==> config.mk <==
export PLATFORM = sky130hd
export DESIGN_NAME = trace_arbiter
export DESIGN_NICKNAME = d
export VERILOG_FILES = /design/src/rtl/rvfi_trace_pkg.sv /design/src/rtl/trace_arbiter.sv
export SDC_FILE = /design/constraint.sdc
export NUM_CORES = 1
export LEC_CHECK = 0
export BUFFER_PORTS_ARGS = -buffer_cell sky130_fd_sc_hd__clkbuf_2
export CAP_MARGIN = 30
export CORE_AREA = 10 10 271 273
export CTS_CLUSTER_SIZE = 8
export DETAILED_ROUTE_END_ITERATION = 10
export DIE_AREA = 0 0 281 283
export MAX_ROUTING_LAYER = met4
export PLACE_DENSITY = 0.3
export SLEW_MARGIN = 10
export SYNTH_ARGS = -nofsm -noshare
export SYNTH_HDL_FRONTEND = slang
export SYNTH_SLANG_ARGS = --single-unit
==> constraint.sdc <==
create_clock -name clk_i -period 4.9 [get_ports clk_i]
set_input_delay 0.98 -clock clk_i [delete_from_list [all_inputs] [get_ports clk_i]]
set_output_delay 0.98 -clock clk_i [all_outputs]
set_load 0.05 [all_outputs]
==> src/rtl/rvfi_trace_pkg.sv <==
package rvfi_trace_pkg;

  // Width of the cycle stamp kept in each record
  localparam int unsigned CYCLE_W = 20;

  // Trace memory depth unless the top level is told otherwise
  localparam int unsigned DEFAULT_DEPTH = 64;

  // RV32 major opcodes, bits [6:0] of the expanded instruction
  typedef enum logic [6:0] {
    OPC_LOAD     = 7'h03,
    OPC_LOAD_FP  = 7'h07,
    OPC_MISC_MEM = 7'h0f,
    OPC_OP_IMM   = 7'h13,
    OPC_AUIPC    = 7'h17,
    OPC_STORE    = 7'h23,
    OPC_STORE_FP = 7'h27,
    OPC_AMO      = 7'h2f,
    OPC_OP       = 7'h33,
    OPC_LUI      = 7'h37,
    OPC_MADD     = 7'h43,
    OPC_MSUB     = 7'h47,
    OPC_NMSUB    = 7'h4b,
    OPC_NMADD    = 7'h4f,
    OPC_OP_FP    = 7'h53,
    OPC_BRANCH   = 7'h63,
    OPC_JALR     = 7'h67,
    OPC_JAL      = 7'h6f,
    OPC_SYSTEM   = 7'h73
  } opcode_e;

  typedef enum logic [2:0] {
    IMM_NONE  = 3'd0,
    IMM_I     = 3'd1,
    IMM_S     = 3'd2,
    IMM_B     = 3'd3,
    IMM_U     = 3'd4,
    IMM_J     = 3'd5,
    IMM_SHAMT = 3'd6
  } imm_fmt_e;

  // One retired instruction; register numbers carry the FP flag in bit 5
  typedef struct packed {
    logic [31:0]        pc;
    logic [31:0]        insn;
    logic               compressed;
    logic               hart;
    logic [5:0]         rd;
    logic [5:0]         rs1;
    logic [5:0]         rs2;
    logic [31:0]        rd_wdata;
    logic [31:0]        rs1_value;
    logic [31:0]        rs2_value;
    logic [31:0]        imm;
    imm_fmt_e           imm_fmt;
    logic [CYCLE_W-1:0] cycle;
  } trace_rec_t;

endpackage

==> src/rtl/trace_arbiter.sv <==
`timescale 1ns/1ps

module trace_arbiter import rvfi_trace_pkg::*; (
  input  logic       clk_i,
  input  logic       rst_ni,
  input  logic       req0_i,
  input  logic       req1_i,
  input  trace_rec_t rec0_i,
  input  trace_rec_t rec1_i,
  output logic       gnt0_o,
  output logic       gnt1_o,
  output logic       wr_en_o,
  output trace_rec_t wr_rec_o
);

  // Set when hart 1 won the last grant
  logic last1_q;

  // On a tie the hart not granted last wins
  assign gnt0_o = req0_i && (!req1_i || last1_q);
  assign gnt1_o = req1_i && (!req0_i || !last1_q);

  assign wr_en_o  = gnt0_o || gnt1_o;
  assign wr_rec_o = gnt1_o ? rec1_i : rec0_i;

  // Starts as if hart 1 had been granted, so hart 0 goes first
  always_ff @(posedge clk_i or negedge rst_ni) begin
    if (!rst_ni) begin
      last1_q <= 1'b1;
    end else if (wr_en_o) begin
      last1_q <= gnt1_o;
    end
  end

endmodule

==> metrics.yaml <==
status: "finished, final reports clean"
largest_register_ffs: 1
arrival_ns: 2.81
drc_errors: 0
io_buffer_count: 711
viasPerCell: 2.829
period_share_pct: 77.30
grt_overflow: 0
ys_ff_latch: 1
final_antenna_net_count: 0
syn-num-nets: 742
synthToLayoutAreaGrowth_pct: 142.0
path_max_fanout: 73
core-area_um2: 68110
hp-start: "last1_q"
initial_utilization_pct: 4.622
irDropWorstVdd_mv: 0.07458
largest_register: "last1_q"
grt_max_degree: 100
yosys.area.top_type: "mux2_2"
cap_violations: 0
fmax_mhz: 264.0
hpwl_mm: 45.34
synth_area_leaders: "mux2_2 70%, mux2_4 19%, buf_6 3.6%"
synth-edff-count: 0
worst_ep_required_time_ns: 3.92
grt_pass1_vias: 6001
slew_violations: 0
async_flop_share_pct: 100.0
r2r-end: "last1_q"
r2r-start: "last1_q"
fin_skew_ns: 0
drt-initial-drc-count: 120
rsz0062_at_grt: "false"
worst_slack_ns: 1.112
slew_headroom_pct: 57.43
ff2ff_path_depth: 2
ys_types: 13
ys_seq_area_share_pct: 0.8347
num_vias: 5222
synth.most_common_cell: "mux2_2"
p_total_uw: 1562
clk_pin_slew_worst_paths_ns: 0
synthFlopType: "dfstp_2"
finalNonFillerCells: 1846
ioPinCount: 712
wl_per_cell_um: 25.78
die_y_um: 283
placed_cells: 1840
grt_pass1_wl_mm: 59.27
min_period_ns: 3.788
hold_depth: 2
post_cts_buffers: 0
cp-end-kind: "output port"
finish.net_count: 1434
routabilityCongestion: 0.9247
cts_hold_buf: 0
ys_warn_count: 0
grt_usage_pct: 11.32
p_per_area_nw_per_um2: 205.1
dieArea_um2: 79520
wl_mm: 47.59
hold_end: "last1_q"
critPathKind: "input port to output port"
drive_gt1_share_pct: 99.58
die_w_um: 281
startpoint_type: "input port"
clk_latency_ns: 0
final.setup.tns_ns: 0
synth_area_per_cell_um2: 11.75
syn_area_um2: 3148
pre_cts_slack_ns: 1.121
synthesis.instances: 268
rows: 96
hold_path.class: "flip-flop to flip-flop"
setup_violations: 0
synth_top_area_share_pct: 70.11
top_regs: "last1_q (1)"
hold_viol: 0
drtPass1Iterations: 6
antenna_found_initial: 7
ys_top_cells_by_count: "196 x mux2_2, 39 x mux2_4, 11 x buf_4"
leakage_uw: 0.004083
cts_resized: 0
worst_pin_slew_ns: 0.6386
r2r_slack_ns: 4.07
## routing by layer
layer	GRT usage (%)	up-vias	wire length (um)
met5	-	-	0
li1	-	2406	-
met4	0.2554	0	140
met3	4.151	4	4846
met1	12.72	2382	19490
met2	19.91	430	23110
## worst max-delay path by stage
stage	start	end	slack, ns	depth (start not counted)
2_1_floorplan	req1_i	wr_rec_o[225]	1.91	5
3_3_place_gp	req1_i	wr_rec_o[214]	1.12	6
3_5_place_dp	req1_i	wr_rec_o[214]	1.12	6
4_1_cts	req1_i	wr_rec_o[214]	1.12	6
5_1_grt	req1_i	wr_rec_o[89]	1.04	6
6_report	req1_i	wr_rec_o[214]	1.11	6
## placed cells by master (no fill, tap or decap), drive strengths merged
| cell | netlist | routed |
|---|---|---|
| and2 | 1 | 1 |
| a21boi | 1 | 1 |
| clkbuf | 0 | 711 |
| nand2b | 1 | 1 |
| o21ai | 1 | 1 |
| diode | 0 | 6 |
| buf | 26 | 5 |
| inv | 1 | 1 |
| mux2 | 235 | 235 |
| dfstp | 1 | 1 |
| or2 | 1 | 1 |
## per-stage QoR
step | utilization [%] | hold slack [ns] | cell area (um2)
after CTS | 11.16 | 0.4989 | 7602
after detailed placement | 11.16 | 0.4981 | 7602
after global routing | 11.18 | 0.5370 | 7617
after global placement | 11.16 | 0.4978 | 7602
after floorplan | - | 0.4606 | 3148
final | 11.18 | 0.4937 | 7617
## cell families after synthesis
kind of cell | after synthesis | share of synthesized area (%)
compound gates | 2 | 0.5165
buf+inv | 27 | 9.340
flops | 1 | 0.8348
mux | 235 | 88.71
simple gates | 3 | 0.5966
## worst max-delay path: stages
cell      delay, ns
clkbuf_2       0.11
a21boi_4       0.24
buf_12         0.27
buf_12         0.39
mux2_4         0.37
clkbuf_2       0.28
## where the power goes
| part | internal (uW) | switching [uW] |
|---|---|---|
| registers | 10.6 | 1.55 |
| logic | 464 | 1090 |
| clock network | 0.000165 | 0 |
## layout make-up
cell class              count  area (um2)
fillers                  8019       60490
diodes                      6       15.01
multi-input cells         240        2835
inverters                   1       3.754
flip-flops and latches      1       26.28
repair buffers            716        3633
well taps                 882        1104
No activity file was read; power rests on OpenSTA's default activity.
