`src/rtl/rvfi_trace_pkg.sv`:
```
package rvfi_trace_pkg;

  // Width of the cycle stamp kept in each record
  localparam int unsigned CYCLE_W = 20;

  // Trace memory depth unless the top level is told otherwise
  localparam int unsigned DEFAULT_DEPTH = 64;

  // RV32 major opcodes, bits [6:0] of the expanded instruction
  typedef enum logic [6:0] {
    OPC_LOAD     = 7'h03,
    OPC_LOAD_FP  = 7'h07,
    OPC_MISC_MEM = 7'h0f,
    OPC_OP_IMM   = 7'h13,
    OPC_AUIPC    = 7'h17,
    OPC_STORE    = 7'h23,
    OPC_STORE_FP = 7'h27,
    OPC_AMO      = 7'h2f,
    OPC_OP       = 7'h33,
    OPC_LUI      = 7'h37,
    OPC_MADD     = 7'h43,
    OPC_MSUB     = 7'h47,
    OPC_NMSUB    = 7'h4b,
    OPC_NMADD    = 7'h4f,
    OPC_OP_FP    = 7'h53,
    OPC_BRANCH   = 7'h63,
    OPC_JALR     = 7'h67,
    OPC_JAL      = 7'h6f,
    OPC_SYSTEM   = 7'h73
  } opcode_e;

  typedef enum logic [2:0] {
    IMM_NONE  = 3'd0,
    IMM_I     = 3'd1,
    IMM_S     = 3'd2,
    IMM_B     = 3'd3,
    IMM_U     = 3'd4,
    IMM_J     = 3'd5,
    IMM_SHAMT = 3'd6
  } imm_fmt_e;

  // One retired instruction; register numbers carry the FP flag in bit 5
  typedef struct packed {
    logic [31:0]        pc;
    logic [31:0]        insn;
    logic               compressed;
    logic               hart;
    logic [5:0]         rd;
    logic [5:0]         rs1;
    logic [5:0]         rs2;
    logic [31:0]        rd_wdata;
    logic [31:0]        rs1_value;
    logic [31:0]        rs2_value;
    logic [31:0]        imm;
    imm_fmt_e           imm_fmt;
    logic [CYCLE_W-1:0] cycle;
  } trace_rec_t;

endpackage

```
`src/rtl/rvc_expander.sv`:
```
`timescale 1ns/1ps

module rvc_expander import rvfi_trace_pkg::*; #(
  parameter int FPU = 0
) (
  input  logic [31:0] instr_i,
  output logic [31:0] instr_o,
  output logic        is_compressed_o
);

  logic [15:0] ci;

  assign ci = instr_i[15:0];
  assign is_compressed_o = (instr_i[1:0] != 2'b11);

  always_comb begin
    // Anything not recognised below leaves the expander unchanged
    instr_o = instr_i;
    unique case (ci[1:0])
      // Quadrant 0
      2'b00: begin
        unique case (ci[15:13])
          3'b000: begin
            // C.ADDI4SPN with a zero immediate is illegal
            if (ci[12:5] != 8'd0) begin
              instr_o = {2'b00, ci[10:7], ci[12:11], ci[5], ci[6], 2'b00, 5'd2,
                         3'b000, 2'b01, ci[4:2], OPC_OP_IMM};
            end
          end
          3'b010: begin
            instr_o = {5'd0, ci[5], ci[12:10], ci[6], 2'b00, 2'b01, ci[9:7],
                       3'b010, 2'b01, ci[4:2], OPC_LOAD};
          end
          3'b011: begin
            // C.FLW
            if (FPU != 0) begin
              instr_o = {5'd0, ci[5], ci[12:10], ci[6], 2'b00, 2'b01, ci[9:7],
                         3'b010, 2'b01, ci[4:2], OPC_LOAD_FP};
            end
          end
          3'b110: begin
            instr_o = {5'd0, ci[5], ci[12], 2'b01, ci[4:2], 2'b01, ci[9:7],
                       3'b010, ci[11:10], ci[6], 2'b00, OPC_STORE};
          end
          3'b111: begin
            // C.FSW
            if (FPU != 0) begin
              instr_o = {5'd0, ci[5], ci[12], 2'b01, ci[4:2], 2'b01, ci[9:7],
                         3'b010, ci[11:10], ci[6], 2'b00, OPC_STORE_FP};
            end
          end
          default: ;
        endcase
      end
      // Quadrant 1
      2'b01: begin
        unique case (ci[15:13])
          3'b000: begin
            instr_o = {{6{ci[12]}}, ci[12], ci[6:2], ci[11:7], 3'b000, ci[11:7], OPC_OP_IMM};
          end
          3'b001, 3'b101: begin
            // C.JAL links to x1 and C.J to x0
            instr_o = {ci[12], ci[8], ci[10:9], ci[6], ci[7], ci[2], ci[11], ci[5:3],
                       {9{ci[12]}}, 4'b0000, ~ci[15], OPC_JAL};
          end
          3'b010: begin
            instr_o = {{6{ci[12]}}, ci[12], ci[6:2], 5'd0, 3'b000, ci[11:7], OPC_OP_IMM};
          end
          3'b011: begin
            if ({ci[12], ci[6:2]} != 6'd0) begin
              if (ci[11:7] == 5'd2) begin
                // C.ADDI16SP
                instr_o = {{3{ci[12]}}, ci[4:3], ci[5], ci[2], ci[6], 4'b0000, 5'd2,
                           3'b000, 5'd2, OPC_OP_IMM};
              end else begin
                instr_o = {{15{ci[12]}}, ci[6:2], ci[11:7], OPC_LUI};
              end
            end
          end
          3'b100: begin
            unique case (ci[11:10])
              2'b00: instr_o = {7'b0000000, ci[6:2], 2'b01, ci[9:7], 3'b101,
                                2'b01, ci[9:7], OPC_OP_IMM};
              2'b01: instr_o = {7'b0100000, ci[6:2], 2'b01, ci[9:7], 3'b101,
                                2'b01, ci[9:7], OPC_OP_IMM};
              2'b10: instr_o = {{6{ci[12]}}, ci[12], ci[6:2], 2'b01, ci[9:7], 3'b111,
                                2'b01, ci[9:7], OPC_OP_IMM};
              default: begin
                // Register-register ALU group where ci[12] set is reserved in RV32
                if (!ci[12]) begin
                  unique case (ci[6:5])
                    2'b00: instr_o = {7'b0100000, 2'b01, ci[4:2], 2'b01, ci[9:7], 3'b000,
                                      2'b01, ci[9:7], OPC_OP};
                    2'b01: instr_o = {7'b0000000, 2'b01, ci[4:2], 2'b01, ci[9:7], 3'b100,
                                      2'b01, ci[9:7], OPC_OP};
                    2'b10: instr_o = {7'b0000000, 2'b01, ci[4:2], 2'b01, ci[9:7], 3'b110,
                                      2'b01, ci[9:7], OPC_OP};
                    default: instr_o = {7'b0000000, 2'b01, ci[4:2], 2'b01, ci[9:7], 3'b111,
                                        2'b01, ci[9:7], OPC_OP};
                  endcase
                end
              end
            endcase
          end
          default: begin
            // C.BEQZ and C.BNEZ take the low funct3 bit from ci[13]
            instr_o = {{4{ci[12]}}, ci[6:5], ci[2], 5'd0, 2'b01, ci[9:7], 2'b00, ci[13],
                       ci[11:10], ci[4:3], ci[12], OPC_BRANCH};
          end
        endcase
      end
      // Quadrant 2
      2'b10: begin
        unique case (ci[15:13])
          3'b000: instr_o = {7'b0000000, ci[6:2], ci[11:7], 3'b001, ci[11:7], OPC_OP_IMM};
          3'b010: instr_o = {4'b0000, ci[3:2], ci[12], ci[6:4], 2'b00, 5'd2, 3'b010,
                             ci[11:7], OPC_LOAD};
          3'b011: begin
            if (FPU != 0) begin
              instr_o = {4'b0000, ci[3:2], ci[12], ci[6:4], 2'b00, 5'd2, 3'b010,
                         ci[11:7], OPC_LOAD_FP};
            end
          end
          3'b100: begin
            if (ci[6:2] != 5'd0) begin
              // C.MV adds to x0 and C.ADD to rd
              instr_o = {7'b0000000, ci[6:2], ci[12] ? ci[11:7] : 5'd0, 3'b000,
                         ci[11:7], OPC_OP};
            end else if (ci[11:7] != 5'd0) begin
              instr_o = {12'd0, ci[11:7], 3'b000, 4'b0000, ci[12], OPC_JALR};
            end else if (ci[12]) begin
              instr_o = {12'd1, 13'd0, OPC_SYSTEM};
            end
          end
          3'b110: instr_o = {4'b0000, ci[8:7], ci[12], ci[6:2], 5'd2, 3'b010,
                             ci[11:9], 2'b00, OPC_STORE};
          3'b111: begin
            if (FPU != 0) begin
              instr_o = {4'b0000, ci[8:7], ci[12], ci[6:2], 5'd2, 3'b010,
                         ci[11:9], 2'b00, OPC_STORE_FP};
            end
          end
          default: ;
        endcase
      end
      default: ;
    endcase
  end

endmodule

```
`src/rtl/rvfi_trace_capture.sv`:
```
`timescale 1ns/1ps

module rvfi_trace_capture import rvfi_trace_pkg::*; #(
  parameter int FPU     = 0,
  parameter int HART_ID = 0
) (
  input  logic        clk_i,
  input  logic        rst_ni,
  input  logic        rvfi_valid_i,
  input  logic [31:0] rvfi_insn_i,
  input  logic [31:0] rvfi_pc_i,
  input  logic [4:0]  rvfi_rd_addr_i,
  input  logic [31:0] rvfi_rd_wdata_i,
  input  logic        rvfi_frd_wvalid_i,
  input  logic [4:0]  rvfi_frd_addr_i,
  input  logic [4:0]  rvfi_rs1_addr_i,
  input  logic [4:0]  rvfi_rs2_addr_i,
  input  logic [31:0] rvfi_rs1_rdata_i,
  input  logic [31:0] rvfi_rs2_rdata_i,
  input  logic        rvfi_frs1_rvalid_i,
  input  logic        rvfi_frs2_rvalid_i,
  input  logic [4:0]  rvfi_frs1_addr_i,
  input  logic [4:0]  rvfi_frs2_addr_i,
  input  logic [31:0] rvfi_frs1_rdata_i,
  input  logic [31:0] rvfi_frs2_rdata_i,
  input  logic        gnt_i,
  output logic        req_o,
  output trace_rec_t  rec_o,
  output logic [7:0]  drops_o
);

  logic [31:0]        insn;
  logic               is_compressed;
  logic               fp_rd;
  logic               fp_rs1;
  logic               fp_rs2;
  opcode_e            opcode;
  imm_fmt_e           imm_fmt;
  logic [31:0]        imm;
  trace_rec_t         new_rec;
  logic [CYCLE_W-1:0] cycle_q;
  logic               pend_q;
  trace_rec_t         pend_rec_q;
  logic [7:0]         drops_q;
  logic               load_new;

  rvc_expander #(
    .FPU(FPU)
  ) rvc_expander_i (
    .instr_i        (rvfi_insn_i),
    .instr_o        (insn),
    .is_compressed_o(is_compressed)
  );

  // FP operands are only taken when the FPU is present
  assign fp_rd  = (FPU != 0) && rvfi_frd_wvalid_i;
  assign fp_rs1 = (FPU != 0) && rvfi_frs1_rvalid_i;
  assign fp_rs2 = (FPU != 0) && rvfi_frs2_rvalid_i;

  assign opcode = opcode_e'(insn[6:0]);

  always_comb begin
    unique case (opcode)
      OPC_LOAD, OPC_LOAD_FP, OPC_JALR, OPC_SYSTEM: imm_fmt = IMM_I;
      OPC_OP_IMM: imm_fmt = (insn[13:12] == 2'b01) ? IMM_SHAMT : IMM_I;
      OPC_STORE, OPC_STORE_FP: imm_fmt = IMM_S;
      OPC_BRANCH: imm_fmt = IMM_B;
      OPC_LUI, OPC_AUIPC: imm_fmt = IMM_U;
      OPC_JAL: imm_fmt = IMM_J;
      default: imm_fmt = IMM_NONE;
    endcase
  end

  always_comb begin
    unique case (imm_fmt)
      IMM_I: imm = {{20{insn[31]}}, insn[31:20]};
      IMM_S: imm = {{20{insn[31]}}, insn[31:25], insn[11:7]};
      IMM_B: imm = {{19{insn[31]}}, insn[31], insn[7], insn[30:25], insn[11:8], 1'b0};
      IMM_U: imm = {insn[31:12], 12'd0};
      IMM_J: imm = {{11{insn[31]}}, insn[31], insn[19:12], insn[20], insn[30:21], 1'b0};
      IMM_SHAMT: imm = {27'd0, insn[24:20]};
      default: imm = 32'd0;
    endcase
  end

  always_comb begin
    new_rec            = '0;
    new_rec.pc         = rvfi_pc_i;
    new_rec.insn       = insn;
    new_rec.compressed = is_compressed;
    new_rec.hart       = 1'(HART_ID);
    new_rec.rd         = fp_rd ? {1'b1, rvfi_frd_addr_i} : {1'b0, rvfi_rd_addr_i};
    new_rec.rd_wdata   = rvfi_rd_wdata_i;
    new_rec.rs1        = fp_rs1 ? {1'b1, rvfi_frs1_addr_i} : {1'b0, rvfi_rs1_addr_i};
    new_rec.rs1_value  = fp_rs1 ? rvfi_frs1_rdata_i : rvfi_rs1_rdata_i;
    new_rec.rs2        = fp_rs2 ? {1'b1, rvfi_frs2_addr_i} : {1'b0, rvfi_rs2_addr_i};
    new_rec.rs2_value  = fp_rs2 ? rvfi_frs2_rdata_i : rvfi_rs2_rdata_i;
    new_rec.imm        = imm;
    new_rec.imm_fmt    = imm_fmt;
    // Stamp with the count from before this edge
    new_rec.cycle      = cycle_q;
  end

  // A free slot, or one being granted this cycle, can take the new record
  assign load_new = rvfi_valid_i && (!pend_q || gnt_i);

  always_ff @(posedge clk_i or negedge rst_ni) begin
    if (!rst_ni) begin
      cycle_q <= '0;
      pend_q  <= 1'b0;
      drops_q <= 8'd0;
    end else begin
      cycle_q <= cycle_q + 1'b1;
      if (load_new) begin
        pend_q <= 1'b1;
      end else if (gnt_i) begin
        pend_q <= 1'b0;
      end
      if (rvfi_valid_i && !load_new && drops_q != 8'hff) begin
        drops_q <= drops_q + 8'd1;
      end
    end
  end

  always_ff @(posedge clk_i) begin
    if (load_new) begin
      pend_rec_q <= new_rec;
    end
  end

  assign req_o   = pend_q;
  assign rec_o   = pend_rec_q;
  assign drops_o = drops_q;

endmodule

```
`config.mk`:
```
export PLATFORM = sky130hd
export DESIGN_NAME = rvfi_trace_capture
export DESIGN_NICKNAME = d
export VERILOG_FILES = /design/src/rtl/rvfi_trace_pkg.sv /design/src/rtl/rvc_expander.sv /design/src/rtl/rvfi_trace_capture.sv
export SDC_FILE = /design/constraint.sdc
export NUM_CORES = 1
export LEC_CHECK = 0
export ABC_AREA = 1
export ABC_CLOCK_PERIOD_IN_PS = 13100
export BUFFER_PORTS_ARGS = -buffer_cell sky130_fd_sc_hd__buf_2
export CAP_MARGIN = 0
export CORE_AREA = 2 2 199 201
export CTS_CLUSTER_DIAMETER = 150
export DETAILED_ROUTE_END_ITERATION = 7
export DIE_AREA = 0 0 201 203
export GPL_ROUTABILITY_DRIVEN = 0
export PLACE_DENSITY = 0.67
export SLEW_MARGIN = 40
export SYNTH_ARGS = -nofsm -noshare
export SYNTH_HDL_FRONTEND = slang
export SYNTH_HIERARCHICAL = 1
export SYNTH_SLANG_ARGS = --single-unit
```
`constraint.sdc`:
```
create_clock -name clk_i -period 13.1 [get_ports clk_i]
set_input_delay 0.655 -clock clk_i [delete_from_list [all_inputs] [get_ports clk_i]]
set_output_delay 0.655 -clock clk_i [all_outputs]
set_load 0.01 [all_outputs]
```
==> qor.yml <==
worst_setup_path:
  r2r-start: "req_o"
  cp-end-kind: "flop"
  worstReg2RegEnd: "rec_o[110]"
  crit_arrival_ns: 4.45
  slowest_stage: "buf_2"
  slowest_delay_ns: 0.64
  regToRegSetupSlack_ns: 10.74
  cp-start-kind: "input port"
  critPathKind: "input port to flop"
  crit_chain: "buf_2 -> inv_8 -> nor2_8 -> nand2_1 -> inv_1 -> a21oi_1 -> nand3_1 -> nand3_1 -> o211ai_1 -> inv_1 -> nor2_1 -> inv_1 -> nand2_1 -> nand3_2 -> nand2_2 -> nand3_1"
  cp_top_family: "simple AND/OR/NAND/NOR gates"
  r2r_cells: 3
  required_ns: 13.35
  critPathBufInv: 5
  path_max_fanout: 24
clock_network:
  clk_pin_slew_ns: 0.06
  postCtsSetupRepairBufs: 0
  cts.sinks: 260
  clock_latency_ns: 0.54
  clock_tree.root_cell: "clkbuf_16"
  cts_buffers: 26
  cts_resized: 0
  cts_tree: "done"
  clockBufferDepth: 3
  htree_levels: 1
  hold_buffers: 0
place:
  dp_hpwl_mm: 36.9
  port_buffers: 418
  placed_cells: 2088
  placed_area_sq_um: 14900
global_routing:
  grt_max_degree: 78
  grt_pass1_wl_mm: 67.7
  antenna_found_initial: 23
  grt_util_met1: 0.270
  grt-busiest-layer: "met2"
  grt.met3_usage: 0.0589
  track_usage: 0.223
  gr-total-overflow: 0
  grtUsageMet2: 0.376
  grt_pass1_vias: 10200
synthesis:
  synth_flop_cell: "edfxtp_1"
  mappedNetlistArea_sq_um: 12500
  syn_inst: 1189
  yosysWarnings: 6
  ys_types: 51
  synth_seq_cells: 260
  ys_async_sr_fraction: 0.112
  ys_seq_area_frac: 0.615
  synth_edf_count: 231
  avgSynthCellArea_sq_um: 10.5
floorplan:
  die_h_um: 203
  start_util: 0.324
  num_rows: 72
  num_io_pins: 505
  core_area_sq_um: 38500
  die_w_um: 201
  dieArea_sq_um: 40800
layout:
  drive_above_1_share: 0.341
  mostFrequentLayoutCell: "buf_2"
  num-nets-final: 1861
  final_cell_count_no_fill: 2145
  fillers: 3748
  area_growth_pct: 26.3
  mostFrequentLayoutCells: "418 x buf_2, 259 x nand2_1, 231 x edfxtp_1, 118 x nand3_1, 113 x nor2_1"
  postLayoutCoreUtil: 0.409
  fin_area_sq_um: 15700
timing:
  clock_skew_ns: 0.0134
  slew_headroom: 0.436
  rsz0062_at_grt: "false"
  setup-violations-final: 0
  maxSlewViolCount: 0
  fin_hold_ws_ns: 0.152
  fmax_mhz: 238
  final-hold-violation-count: 0
  finalCritPeriodShare: 0.321
  fin_setup_tns_ns: 0
  worst_pin_slew_ns: 0.847
  min_period_ns: 4.21
routing:
  vias_per_cell: 5.11
  routedWlPerCell_um: 22.2
  wirelength_mm: 47.6
  dr.first_iter.drc_count: 1523
  routed-via-count: 11000
  ant_nets: 0
  drcViolationCount: 0
  first_pass_iters: 7
worst_hold_path:
  min_path_type: "input port to async pin"
power:
  ir_drop_mv: 0.0846
  p_leak_nw: 7.02
  powerDensity_nw_per_um2: 127
job:
  cap_violations: 0
run_status:
  status: "finished, final reports clean"
==> worst max path at each step <==
stage	cells after the start	start	to	slack (ns)
3_5_place_dp	16	rvfi_insn_i[13]	rec_o[51]	8.26
4_1_cts	16	rvfi_insn_i[13]	rec_o[51]	8.84
6_report	16	rvfi_insn_i[13]	rec_o[51]	8.89
3_3_place_gp	16	rvfi_insn_i[13]	rec_o[39]	8.39
2_1_floorplan	2	rvfi_valid_i	rec_o[0]	0.40
5_1_grt	16	rvfi_insn_i[13]	rec_o[52]	8.77
==> cell type report <==
type / instances / area (sq um) / area share
Multi-Input combinational cell: 775 / 4020 / 0.255
Sequential cell: 260 / 7660 / 0.487
Timing Repair Buffer: 422 / 2130 / 0.136
Antenna cell: 9 / 22.5 / 0.00143
Clock inverter: 13 / 108 / 0.00684
Inverter: 113 / 452 / 0.0287
Tap cell: 518 / 648 / 0.0412
Clock buffer: 35 / 694 / 0.0441
==> registers in the layout, indices dropped and copies added (netlist names) <==
register  count
cycle_q      20
drops_o       8
rec_o       231
req_o         1
==> logic make-up (layout without fill, tap and decap cells) <==
family	count (synthesis)	after routing	synth area share
adder cells (fa/ha/maj)	2	2	0.00201
other	1	13	0.000301
XOR/XNOR	22	22	0.0155
flip-flops	260	260	0.615
AO/OA/AOI/OAI	149	149	0.0663
AND/OR/NAND/NOR	598	598	0.236
buffers and inverters	157	583	0.0646
==> metrics by stage <==
step / power (W) / setup WS [ns]
6_report: 0.00200 / 8.89
5_1_grt: 0.00207 / 8.77
4_1_cts: 0.00201 / 8.84
3_5_place_dp: 0.00130 / 8.26
3_3_place_gp: 0.00130 / 8.39
2_1_floorplan: 0.00118 / 0.398
==> metal layers <==
metal	vias to the layer above	share of wire	wire length [um]
met4	2	0.055	2600
li1	4904	-	-
met1	5114	0.36	17300
met5	-	0.00034	16
met3	193	0.10	4930
met2	753	0.48	22700
==> synth_stat cells (5+ instances only) <==
cell type	count	area (sq um)
a21oi_1	65	325
buf_2	9	45.0
buf_4	16	120
buf_6	14	158
dfrtp_1	29	726
edfxtp_1	231	6940
inv_1	92	345
inv_2	17	63.8
nand2_1	261	980
nand2_2	11	68.8
nand2_4	9	101
nand3_1	118	591
nand3b_1	5	37.5
nand4_1	24	150
nor2_1	113	424
nor2_2	12	75.1
nor2_4	12	135
nor2_8	5	100
nor3_1	11	55.1
o211ai_1	10	75.1
o21ai_0	36	180
o21ai_1	19	95.1
xnor2_1	7	61.3
xor2_1	15	131
==> power by group <==
part	switching (W)	total (W)	internal, W	leakage (nW)
clock network	0.000314	0.000707	0.000394	0.391
registers	0.0000224	0.000989	0.000967	2.61
logic	0.000209	0.000303	0.0000940	4.02
(Power assumes the default switching activity.)
